==> src/search_cases.svh <==
// TLB search case table
`ifndef SEARCH_CASES_SVH
`define SEARCH_CASES_SVH

// page contents are never compared on a miss
localparam tlb_page_t NO_PAGE = '0;

// each line is {vpn2, odd_page, asid} then {found, index, page}
localparam search_case_t search_case_table [SEARCH_CASES] = '{
    '{'{19'h000, 1'b0, 8'h00}, '{1'b1, 4'h0, '{20'h00111, 3'd3, 1'b1, 1'b1}}},
    '{'{19'h000, 1'b1, 8'h00}, '{1'b1, 4'h0, '{20'h00022, 3'd3, 1'b1, 1'b1}}},
    '{'{19'h000, 1'b1, 8'h01}, '{1'b0, 4'h0, NO_PAGE}},
    // entries 1 and 3 are global, so any asid hits
    '{'{19'h111, 1'b1, 8'h00}, '{1'b1, 4'h1, '{20'h00033, 3'd3, 1'b1, 1'b1}}},
    '{'{19'h111, 1'b0, 8'h01}, '{1'b1, 4'h1, '{20'h00222, 3'd3, 1'b1, 1'b1}}},
    '{'{19'h222, 1'b0, 8'h00}, '{1'b0, 4'h0, NO_PAGE}},
    '{'{19'h222, 1'b0, 8'h02}, '{1'b1, 4'h2, '{20'h00333, 3'd3, 1'b1, 1'b1}}},
    '{'{19'h333, 1'b0, 8'h03}, '{1'b1, 4'h3, '{20'h00444, 3'd3, 1'b1, 1'b1}}},
    '{'{19'h333, 1'b1, 8'h04}, '{1'b1, 4'h3, '{20'h00055, 3'd3, 1'b1, 1'b1}}},
    '{'{19'h444, 1'b0, 8'h04}, '{1'b1, 4'h4, '{20'h00555, 3'd3, 1'b1, 1'b1}}},
    '{'{19'h444, 1'b0, 8'h05}, '{1'b0, 4'h0, NO_PAGE}},
    '{'{19'h555, 1'b1, 8'h05}, '{1'b1, 4'h5, '{20'h00077, 3'd3, 1'b1, 1'b1}}},
    '{'{19'h666, 1'b0, 8'h06}, '{1'b1, 4'h6, '{20'h00777, 3'd3, 1'b1, 1'b1}}},
    '{'{19'h666, 1'b1, 8'h07}, '{1'b0, 4'h0, NO_PAGE}},
    '{'{19'h666, 1'b1, 8'h08}, '{1'b0, 4'h0, NO_PAGE}},
    '{'{19'h777, 1'b0, 8'h07}, '{1'b1, 4'h7, '{20'h00888, 3'd3, 1'b1, 1'b1}}},
    '{'{19'h888, 1'b0, 8'h08}, '{1'b1, 4'h8, '{20'h00999, 3'd3, 1'b1, 1'b1}}},
    '{'{19'h999, 1'b1, 8'h09}, '{1'b1, 4'h9, '{20'h000bb, 3'd3, 1'b1, 1'b1}}},
    '{'{19'haaa, 1'b0, 8'h0a}, '{1'b1, 4'ha, '{20'h00bbb, 3'd3, 1'b1, 1'b1}}},
    '{'{19'hbbb, 1'b1, 8'h0b}, '{1'b1, 4'hb, '{20'h000dd, 3'd3, 1'b1, 1'b1}}},
    '{'{19'hccc, 1'b0, 8'h0c}, '{1'b1, 4'hc, '{20'h00ddd, 3'd3, 1'b1, 1'b1}}},
    '{'{19'hddd, 1'b1, 8'h0d}, '{1'b1, 4'hd, '{20'h000ff, 3'd3, 1'b1, 1'b1}}},
    '{'{19'heee, 1'b0, 8'h0e}, '{1'b1, 4'he, '{20'h00fff, 3'd3, 1'b1, 1'b1}}},
    '{'{19'hfff, 1'b1, 8'h0f}, '{1'b1, 4'hf, '{20'h00011, 3'd3, 1'b1, 1'b1}}},
    // vpn2 values that no entry holds
    '{'{19'habc, 1'b0, 8'h0f}, '{1'b0, 4'h0, NO_PAGE}},
    '{'{19'h123, 1'b1, 8'h03}, '{1'b0, 4'h0, NO_PAGE}}
};

`endif

==> src/tlb_test_pkg.sv <==
// TLB self-test definitions
package tlb_test_pkg;

    localparam int TLB_ENTRIES = 16;
    localparam int SEARCH_CASES = 26;
    localparam int SEARCH_STEPS = 13;
    localparam int SEARCH_PORTS = 2;

    typedef logic [$clog2(TLB_ENTRIES)-1:0] tlb_index_t;
    typedef logic [18:0] vpn2_t;
    typedef logic [7:0] asid_t;
    typedef logic [19:0] pfn_t;
    typedef logic [3:0] search_step_t;
    typedef logic [4:0] case_id_t;

    typedef enum logic [1:0] {
        PH_WRITE,
        PH_VERIFY,
        PH_DONE
    } test_phase_e;

    typedef enum logic [1:0] {
        OP_NONE,
        OP_WRITE,
        OP_VERIFY
    } tlb_op_e;

    typedef struct packed {
        pfn_t       pfn;
        logic [2:0] c;
        logic       d;
        logic       v;
    } tlb_page_t;

    typedef struct packed {
        vpn2_t     vpn2;
        asid_t     asid;
        logic      g;
        tlb_page_t page0;
        tlb_page_t page1;
    } tlb_entry_t;

    typedef struct packed {
        vpn2_t vpn2;
        logic  odd_page;
        asid_t asid;
    } search_req_t;

    typedef struct packed {
        logic       found;
        tlb_index_t index;
        tlb_page_t  page;
    } search_rsp_t;

    typedef struct packed {
        search_req_t req;
        search_rsp_t rsp;
    } search_case_t;

    typedef struct packed {
        tlb_op_e      opcode;
        tlb_index_t   index;
        search_step_t step;
    } test_op_t;

    typedef struct packed {
        logic                           we;
        tlb_index_t                     w_index;
        tlb_entry_t                     w_entry;
        tlb_index_t                     r_index;
        search_req_t [SEARCH_PORTS-1:0] s_req;
        tlb_op_e                        op;
    } tlb_cmd_t;

    // index and step travel along so the checker can spot the final read and pair
    typedef struct packed {
        tlb_index_t                     r_index;
        search_step_t                   step;
        tlb_entry_t                     r_entry;
        search_rsp_t [SEARCH_PORTS-1:0] s_rsp;
    } tlb_expect_t;

    typedef struct packed {
        tlb_op_e                        op;
        tlb_entry_t                     r_entry;
        search_rsp_t [SEARCH_PORTS-1:0] s_rsp;
    } tlb_rsp_t;

    typedef struct packed {
        logic         test_error;
        logic         w_ok;
        logic         r_ok;
        logic         s_ok;
        tlb_index_t   w_cnt;
        tlb_index_t   r_cnt;
        search_step_t s_cnt;
    } test_status_t;

    // contents of entry i where only entries 1 and 3 are global
    function automatic tlb_entry_t entry_pattern(tlb_index_t i);
        tlb_entry_t e;
        tlb_index_t i1;
        tlb_index_t i2;
        i1 = tlb_index_t'(i + 1);
        i2 = tlb_index_t'(i + 2);
        e.vpn2 = vpn2_t'(i) * vpn2_t'(19'h111);
        e.asid = asid_t'(i);
        e.g = (i == tlb_index_t'(1)) || (i == tlb_index_t'(3));
        e.page0 = '{pfn: pfn_t'(i1) * pfn_t'(20'h111), c: 3'd3, d: 1'b1, v: 1'b1};
        e.page1 = '{pfn: pfn_t'(i2) * pfn_t'(20'h11), c: 3'd3, d: 1'b1, v: 1'b1};
        return e;
    endfunction

    `include "search_cases.svh"

endpackage

==> src/test_sequencer.sv <==
// Test phase sequencer
module test_sequencer (
    input  logic                       clk_g,
    input  logic                       resetn,
    input  logic                       step,
    input  logic                       test_error,
    output tlb_test_pkg::test_op_t     op,
    output logic                       w_ok,
    output tlb_test_pkg::tlb_index_t   w_cnt,
    output tlb_test_pkg::tlb_index_t   r_cnt,
    output tlb_test_pkg::search_step_t s_cnt
);
    import tlb_test_pkg::*;

    localparam tlb_index_t LAST_INDEX = tlb_index_t'(TLB_ENTRIES - 1);
    localparam search_step_t LAST_STEP = search_step_t'(SEARCH_STEPS - 1);

    test_phase_e phase;
    logic        accept;

    // a step is taken only while there is work left and nothing has failed
    assign accept = step && !test_error && (phase != PH_DONE);

    always_ff @(posedge clk_g) begin
        if (!resetn) begin
            phase <= PH_WRITE;
            op <= '{opcode: OP_NONE, index: '0, step: '0};
            w_ok <= 1'b0;
            w_cnt <= '0;
            r_cnt <= '0;
            s_cnt <= '0;
        end else begin
            op <= '{opcode: OP_NONE, index: '0, step: '0};
            if (accept) begin
                case (phase)
                    PH_WRITE: begin
                        op <= '{opcode: OP_WRITE, index: w_cnt, step: '0};
                        // w_cnt stays on the last entry once it has been written
                        if (w_cnt == LAST_INDEX) begin
                            phase <= PH_VERIFY;
                            w_ok <= 1'b1;
                        end else begin
                            w_cnt <= w_cnt + 1'b1;
                        end
                    end
                    PH_VERIFY: begin
                        op <= '{opcode: OP_VERIFY, index: r_cnt, step: s_cnt};
                        if (r_cnt != LAST_INDEX) begin
                            r_cnt <= r_cnt + 1'b1;
                        end
                        // the last search pair repeats until the reads catch up
                        if (s_cnt != LAST_STEP) begin
                            s_cnt <= s_cnt + 1'b1;
                        end
                        if ((r_cnt == LAST_INDEX) && (s_cnt == LAST_STEP)) begin
                            phase <= PH_DONE;
                        end
                    end
                    default: begin
                    end
                endcase
            end
        end
    end

endmodule

==> src/pattern_stage.sv <==
// Command and expectation generator
module pattern_stage (
    input  logic                      clk_g,
    input  logic                      resetn,
    input  tlb_test_pkg::test_op_t    op,
    output tlb_test_pkg::tlb_cmd_t    cmd,
    output tlb_test_pkg::tlb_expect_t expect_q
);
    import tlb_test_pkg::*;

    tlb_cmd_t    cmd_d;
    tlb_expect_t exp_next;

    always_comb begin
        case_id_t id;
        cmd_d.op = op.opcode;
        cmd_d.we = (op.opcode == OP_WRITE);
        cmd_d.w_index = op.index;
        cmd_d.w_entry = entry_pattern(op.index);
        cmd_d.r_index = op.index;

        // the read back must return exactly what the write stored
        exp_next.r_index = op.index;
        exp_next.step = op.step;
        exp_next.r_entry = entry_pattern(op.index);

        // step n covers cases 2n and 2n+1, one per search port
        for (int p = 0; p < SEARCH_PORTS; p++) begin
            id = {op.step, p[0]};
            cmd_d.s_req[p] = search_case_table[id].req;
            exp_next.s_rsp[p] = search_case_table[id].rsp;
        end
    end

    always_ff @(posedge clk_g) begin
        cmd <= cmd_d;
        expect_q <= exp_next;
        if (!resetn) begin
            cmd.op <= OP_NONE;
            cmd.we <= 1'b0;
        end
    end

endmodule

==> src/tlb.sv <==
// Sixteen-entry dual-search TLB
module tlb (
    input  logic                   clk_g,
    input  logic                   resetn,
    input  tlb_test_pkg::tlb_cmd_t cmd,
    output tlb_test_pkg::tlb_rsp_t rsp
);
    import tlb_test_pkg::*;

    tlb_entry_t                     entries [TLB_ENTRIES];
    logic [TLB_ENTRIES-1:0]         match [SEARCH_PORTS];
    search_rsp_t [SEARCH_PORTS-1:0] s_rsp_d;

    always_ff @(posedge clk_g) begin
        if (cmd.we) begin
            entries[cmd.w_index] <= cmd.w_entry;
        end
    end

    // an entry matches on vpn2 and on asid, unless it is global
    always_comb begin
        for (int p = 0; p < SEARCH_PORTS; p++) begin
            for (int i = 0; i < TLB_ENTRIES; i++) begin
                match[p][i] = (entries[i].vpn2 == cmd.s_req[p].vpn2)
                              && (entries[i].g || (entries[i].asid == cmd.s_req[p].asid));
            end
        end
    end

    // the loop runs downwards so the lowest matching index is the one kept
    always_comb begin
        for (int p = 0; p < SEARCH_PORTS; p++) begin
            s_rsp_d[p].found = |match[p];
            s_rsp_d[p].index = '0;
            s_rsp_d[p].page = '0;
            for (int i = TLB_ENTRIES - 1; i >= 0; i--) begin
                if (match[p][i]) begin
                    s_rsp_d[p].index = tlb_index_t'(i);
                    s_rsp_d[p].page = cmd.s_req[p].odd_page ? entries[i].page1
                                                            : entries[i].page0;
                end
            end
        end
    end

    // read and search results leave together with the opcode that asked for them
    always_ff @(posedge clk_g) begin
        rsp.op <= cmd.op;
        rsp.r_entry <= entries[cmd.r_index];
        rsp.s_rsp <= s_rsp_d;
        if (!resetn) begin
            rsp.op <= OP_NONE;
        end
    end

endmodule

==> src/result_checker.sv <==
// Response checker
module result_checker (
    input  logic                      clk_g,
    input  logic                      resetn,
    input  tlb_test_pkg::tlb_rsp_t    rsp,
    input  tlb_test_pkg::tlb_expect_t expect_q,
    output logic                      test_error,
    output logic                      r_ok,
    output logic                      s_ok
);
    import tlb_test_pkg::*;

    localparam tlb_index_t LAST_INDEX = tlb_index_t'(TLB_ENTRIES - 1);
    localparam search_step_t LAST_STEP = search_step_t'(SEARCH_STEPS - 1);

    tlb_expect_t             exp_d;
    logic                    verify;
    logic                    r_mismatch;
    logic [SEARCH_PORTS-1:0] s_mismatch;
    logic                    mismatch;

    // the expectation arrives one cycle ahead of the TLB response
    always_ff @(posedge clk_g) begin
        exp_d <= expect_q;
    end

    assign verify = (rsp.op == OP_VERIFY);
    assign r_mismatch = (rsp.r_entry != exp_d.r_entry);

    // on an expected miss the index and page are don't care
    always_comb begin
        for (int p = 0; p < SEARCH_PORTS; p++) begin
            s_mismatch[p] = (rsp.s_rsp[p].found != exp_d.s_rsp[p].found)
                            || (exp_d.s_rsp[p].found
                                && ((rsp.s_rsp[p].index != exp_d.s_rsp[p].index)
                                    || (rsp.s_rsp[p].page != exp_d.s_rsp[p].page)));
        end
    end

    assign mismatch = r_mismatch || (|s_mismatch);

    always_ff @(posedge clk_g) begin
        if (!resetn) begin
            test_error <= 1'b0;
            r_ok <= 1'b0;
            s_ok <= 1'b0;
        end else if (verify) begin
            if (mismatch) begin
                test_error <= 1'b1;
            end else if (!test_error) begin
                if (exp_d.r_index == LAST_INDEX) begin
                    r_ok <= 1'b1;
                end
                if (exp_d.step == LAST_STEP) begin
                    s_ok <= 1'b1;
                end
            end
        end
    end

endmodule

==> src/tlb_test_top.sv <==
// TLB self-test top level
module tlb_test_top (
    input  logic                       clk_g,
    input  logic                       resetn,
    input  logic                       step,
    output tlb_test_pkg::test_status_t status
);
    import tlb_test_pkg::*;

    test_op_t     op;
    tlb_cmd_t     cmd;
    tlb_expect_t  expect_q;
    tlb_rsp_t     rsp;
    logic         test_error;
    logic         w_ok;
    logic         r_ok;
    logic         s_ok;
    tlb_index_t   w_cnt;
    tlb_index_t   r_cnt;
    search_step_t s_cnt;

    test_sequencer i_sequencer (
        .clk_g      (clk_g),
        .resetn     (resetn),
        .step       (step),
        .test_error (test_error),
        .op         (op),
        .w_ok       (w_ok),
        .w_cnt      (w_cnt),
        .r_cnt      (r_cnt),
        .s_cnt      (s_cnt)
    );

    pattern_stage i_pattern (
        .clk_g    (clk_g),
        .resetn   (resetn),
        .op       (op),
        .cmd      (cmd),
        .expect_q (expect_q)
    );

    tlb i_tlb (
        .clk_g  (clk_g),
        .resetn (resetn),
        .cmd    (cmd),
        .rsp    (rsp)
    );

    result_checker i_checker (
        .clk_g      (clk_g),
        .resetn     (resetn),
        .rsp        (rsp),
        .expect_q   (expect_q),
        .test_error (test_error),
        .r_ok       (r_ok),
        .s_ok       (s_ok)
    );

    assign status = '{
        test_error: test_error,
        w_ok:       w_ok,
        r_ok:       r_ok,
        s_ok:       s_ok,
        w_cnt:      w_cnt,
        r_cnt:      r_cnt,
        s_cnt:      s_cnt
    };

endmodule

==> config.mk <==
export PLATFORM = sky130hd
export DESIGN_NAME = tlb_test_top
export DESIGN_NICKNAME = d
export VERILOG_FILES = /design/src/tlb_test_pkg.sv /design/src/test_sequencer.sv /design/src/pattern_stage.sv /design/src/tlb.sv /design/src/result_checker.sv /design/src/tlb_test_top.sv
export VERILOG_INCLUDE_DIRS = /design/src /design/src/src
export SDC_FILE = /design/constraint.sdc
export NUM_CORES = 1
export LEC_CHECK = 0
export BUFFER_PORTS_ARGS = -buffer_cell sky130_fd_sc_hd__buf_2
export CORE_UTILIZATION = 30
export DETAILED_ROUTE_END_ITERATION = 12
export MAX_ROUTING_LAYER = met4
export SLEW_MARGIN = 20
export SYNTH_ARGS = -nofsm -noshare
export SYNTH_HDL_FRONTEND = slang
export SYNTH_SLANG_ARGS = --single-unit
==> constraint.sdc <==
create_clock -name clk_g -period 3.22 [get_ports clk_g]
set_clock_uncertainty 0.1 [all_clocks]
set_input_delay 0.644 -clock clk_g [delete_from_list [all_inputs] [get_ports clk_g]]
set_output_delay 0.644 -clock clk_g [all_outputs]
set_load 0.02 [all_outputs]
==> flow_metrics.env <==
export IMPL_vias_per_cell=5.632
export IMPL_leakage_nw=8.136
export IMPL_area_sequential_um2=9025
export IMPL_clock_latency_ns=0.60
export IMPL_yosys_warnings=0
export IMPL_synth_xor_area_frac=0.08017
export IMPL_crit_arrival_ns=3.59
export IMPL_required_ns=3.59
export IMPL_r2r_start="i_pattern.cmd[19]$_SDFF_PP0_"
export IMPL_hp_class="reg -> reg"
export IMPL_synthAdderAreaFrac=0.007808
export IMPL_h_tree_depth=2
export IMPL_die_x_um=255.2
export IMPL_cts_sinks=354
export IMPL_core_area_um2=63200
export IMPL_die_area_um2=65110
export IMPL_synth_fp_nets=1810
export IMPL_synth_simple_gate_area_frac=0.1390
export IMPL_rsz0062_at_grt="true"
export IMPL_multi_input_area_um2=9479
export IMPL_finalNetCount=1884
export IMPL_grt_pass1_wl_um=104300
export IMPL_finalHoldViolCount=0
export IMPL_drtPass1Iterations=5
export IMPL_max_freq_mhz=310.4
export IMPL_wl_um=71470
export IMPL_crit_chain="and2_1 -> buf_4 -> a21oi_1 -> nor4_4 -> buf_4 -> nand3_1 -> a31oi_1 -> nor3_1 -> o311a_1 -> a311oi_1"
export IMPL_fin_ws_ns=-0.001415
export IMPL_setup_viol=1
export IMPL_ir_worst_vdd_uv=394.1
export IMPL_ys_types=83
export IMPL_stdcell_area_um2=22710
export IMPL_final_common_cell="edfxtp_1"
export IMPL_synth_top_family_by_area="simple AND/OR/NAND/NOR gates"
export IMPL_vias=15490
export IMPL_power_density_nw_per_um2=439.2
export IMPL_post_synth_top_area_fraction=0.2998
export IMPL_timing_hold_ws_ns=0.2266
export IMPL_slowest_delay_ns=0.49
export IMPL_ys_flop_type="edfxtp_1"
export IMPL_clk_path_buf_depth=3
export IMPL_crit_slowest_cell="dfxtp_1"
export IMPL_path_clk_slew_ns=0.07
export IMPL_slew_violations=0
export IMPL_layout_common_cells="edfxtp_1, dfxtp_1, buf_4, xnor2_1, a21oi_1"
export IMPL_finalCriticalPeriod_ns=3.221
export IMPL_max_slew_margin=0.3390
export IMPL_grt_total_usage=0.2261
export IMPL_place_port_buffers=18
export IMPL_synthMuxAreaShare=0.1232
export IMPL_reg2reg_to="i_tlb.rsp[10]$_DFF_P_"
export IMPL_syn_to_final_growth_pct=18.12
export IMPL_ys_seq_elements=354
export IMPL_tightest_slew_ns=0.9825
export IMPL_rrSetupSlack_ns=-0.001
export IMPL_dpl_hpwl_um=53590
export IMPL_crit_end="i_tlb.rsp[10]$_DFF_P_"
export IMPL_end_kind="flip-flop"
export IMPL_crit_path_start_kind="flip-flop"
export IMPL_ant_nets=0
export IMPL_dpl_cell_area_um2=21220
export IMPL_final_fill_count=6183
export IMPL_worstSetupPathType="reg -> reg"
export IMPL_gp_congestion=0.9891
export IMPL_pre_cts_ws_ns=0.0003739
export IMPL_grt_max_degree=41
export IMPL_grt_pass1_vias=15090
export IMPL_maxCapViolations=0
export IMPL_cts_buffers=41
export IMPL_final_cells=2751
export IMPL_io_pins=19
export IMPL_cpMostUsedCell="buf_4"
export IMPL_final_period_utilization=1.000
export IMPL_fin_setup_tns_ns=-0.001415
export IMPL_avgSynthCellArea_um2=10.71
export IMPL_synth_compound_area_frac=0.1385
export IMPL_synth_edff_count=192
export IMPL_drtIter0Drc=1918
export IMPL_dp_cells=2670
export IMPL_ctsHoldBuffers=0
export IMPL_drc=0
export IMPL_path_max_fanout=5
export IMPL_start_util=0.3043
export IMPL_wl_per_cell_um=25.98
export IMPL_dieHeight_um=255.2
export IMPL_synthArstFlopShare=0
export IMPL_r2r_cells=10
export IMPL_drive_gt1_frac=0.1914
export IMPL_antenna_found_initial=3
export IMPL_synth_top_cell_by_area="edfxtp_1"
export IMPL_synth_cells=1795
export IMPL_cp_startpoint="i_pattern.cmd[19]$_SDFF_PP0_"
export IMPL_status="finished with violations"
export IMPL_cts_root_buf="clkbuf_16"
export IMPL_synth_cell_area_um2=19230
export IMPL_yosys_top_cells_area="edfxtp_1, dfxtp_1, mux4_2, xnor2_1, mux2i_1"
export IMPL_cts_tree="built"
export IMPL_grt_overflow_total=0
export IMPL_fp_row_count=92
export IMPL_violations="negative setup slack"
export IMPL_yosysSeqAreaShare=0.4685
[worst max-delay path, delay by kind of cell, from the launching register on]
family / cells / cell delay, ns
buffers and inverters: 2 / 0.39
AO/OA/AOI/OAI: 4 / 1.08
AND/OR/NAND/NOR: 4 / 1.01
flip-flops: 1 / 0.49
[worst min path at each step]
stage,startpoint,to,cells past startpoint,slack (ns)
global placement,i_pattern.expect_q[29]$_DFF_P_,i_checker.exp_d[2]$_DFF_P_,0,0.21
global route,i_pattern.expect_q[29]$_DFF_P_,i_checker.exp_d[2]$_DFF_P_,0,0.23
finish,i_pattern.expect_q[139]$_DFF_P_,i_checker.exp_d[139]$_DFF_P_,0,0.23
floorplan,i_pattern.expect_q[11]$_DFF_P_,i_checker.exp_d[11]$_DFF_P_,0,0.21
CTS,i_pattern.expect_q[139]$_DFF_P_,i_checker.exp_d[139]$_DFF_P_,0,0.23
detailed placement,i_pattern.expect_q[139]$_DFF_P_,i_checker.exp_d[139]$_DFF_P_,0,0.21
[registers in the layout, indices dropped and copies added, names as in the netlist]
register              count
i_pattern.cmd            35
i_sequencer.w_ok          1
i_pattern.expect_q       21
i_sequencer.w_cnt         4
i_checker.test_error      1
i_checker.r_ok            1
i_sequencer.r_cnt         4
i_checker.exp_d          36
i_tlb.entries           192
i_sequencer.op           10
i_sequencer.phase         2
i_sequencer.s_cnt         4
i_tlb.rsp                42
i_checker.s_ok            1
[power by group]
| group | internal [mW] | switching [mW] |
|---|---|---|
| Combinational | 0.0909 | 0.0987 |
| Clock | 2.89 | 2.07 |
| Sequential | 4.76 | 0.0599 |
| Total | 7.74 | 2.23 |
[layer usage]
layer / wire length, µm / up-vias / GRT usage
met2: 32780 / 736 / 0.3540
met1: 30850 / 7700 / 0.2983
met3: 5366 / 140 / 0.03580
met5: 0 / - / -
met4: 2469 / 0 / 0.07305
li1: - / 6918 / -
[metrics by stage]
stage	utilization	power, mW
after global routing	0.3593	10.24
after detailed placement	0.3357	5.106
after global placement	0.3357	5.105
final	0.3594	9.975
after floorplan	-	5.012
after CTS	0.3588	10.05
[kinds of logic (layout without fill, tap and decap cells)]
logic type | after synthesis | in the layout
simple gates | 509 | 509
compound gates | 401 | 401
other cells | 0 | 3
flops | 354 | 354
xor+xnor | 176 | 176
mux | 158 | 158
buf+inv | 185 | 292
fa+ha+maj | 12 | 12
[cell usage after synthesis (11+ instances only)]
library cell	count
edfxtp_1	192
dfxtp_1	162
xnor2_1	136
a21oi_1	111
nor2_1	104
nand2_1	89
nor3_1	88
mux2i_1	78
clkbuf_1	71
o21ai_0	65
mux4_2	61
buf_2	40
xor2_1	40
inv_1	38
nand3_1	34
and3_1	28
and2_1	24
o22ai_1	23
nand2b_1	22
nor4_1	21
or3_1	21
buf_1	20
mux2_2	19
a211oi_1	18
nand4_1	17
nor2b_1	17
a31oi_1	14
a41oi_1	14
a221oi_1	13
ha_1	12
o21ai_1	12
buf_4	11
[timing repair]
item                                    in CTS  in global routing
endpoints found under the setup margin       1                  3
setup buffers                                0                  2
gates resized for setup                      1                  2
pin swaps                                    0                  0
[area by class of cell]
type | count | area share
Tap cell | 846 | 0.04661
Sequential cell | 354 | 0.3974
Inverter | 38 | 0.006280
Clock inverter | 25 | 0.01410
Clock buffer | 51 | 0.05008
Multi-Input combinational cell | 1256 | 0.4174
Timing Repair Buffer | 178 | 0.06787
Antenna cell | 3 | 0.0003305
(Power assumes the default switching activity.)
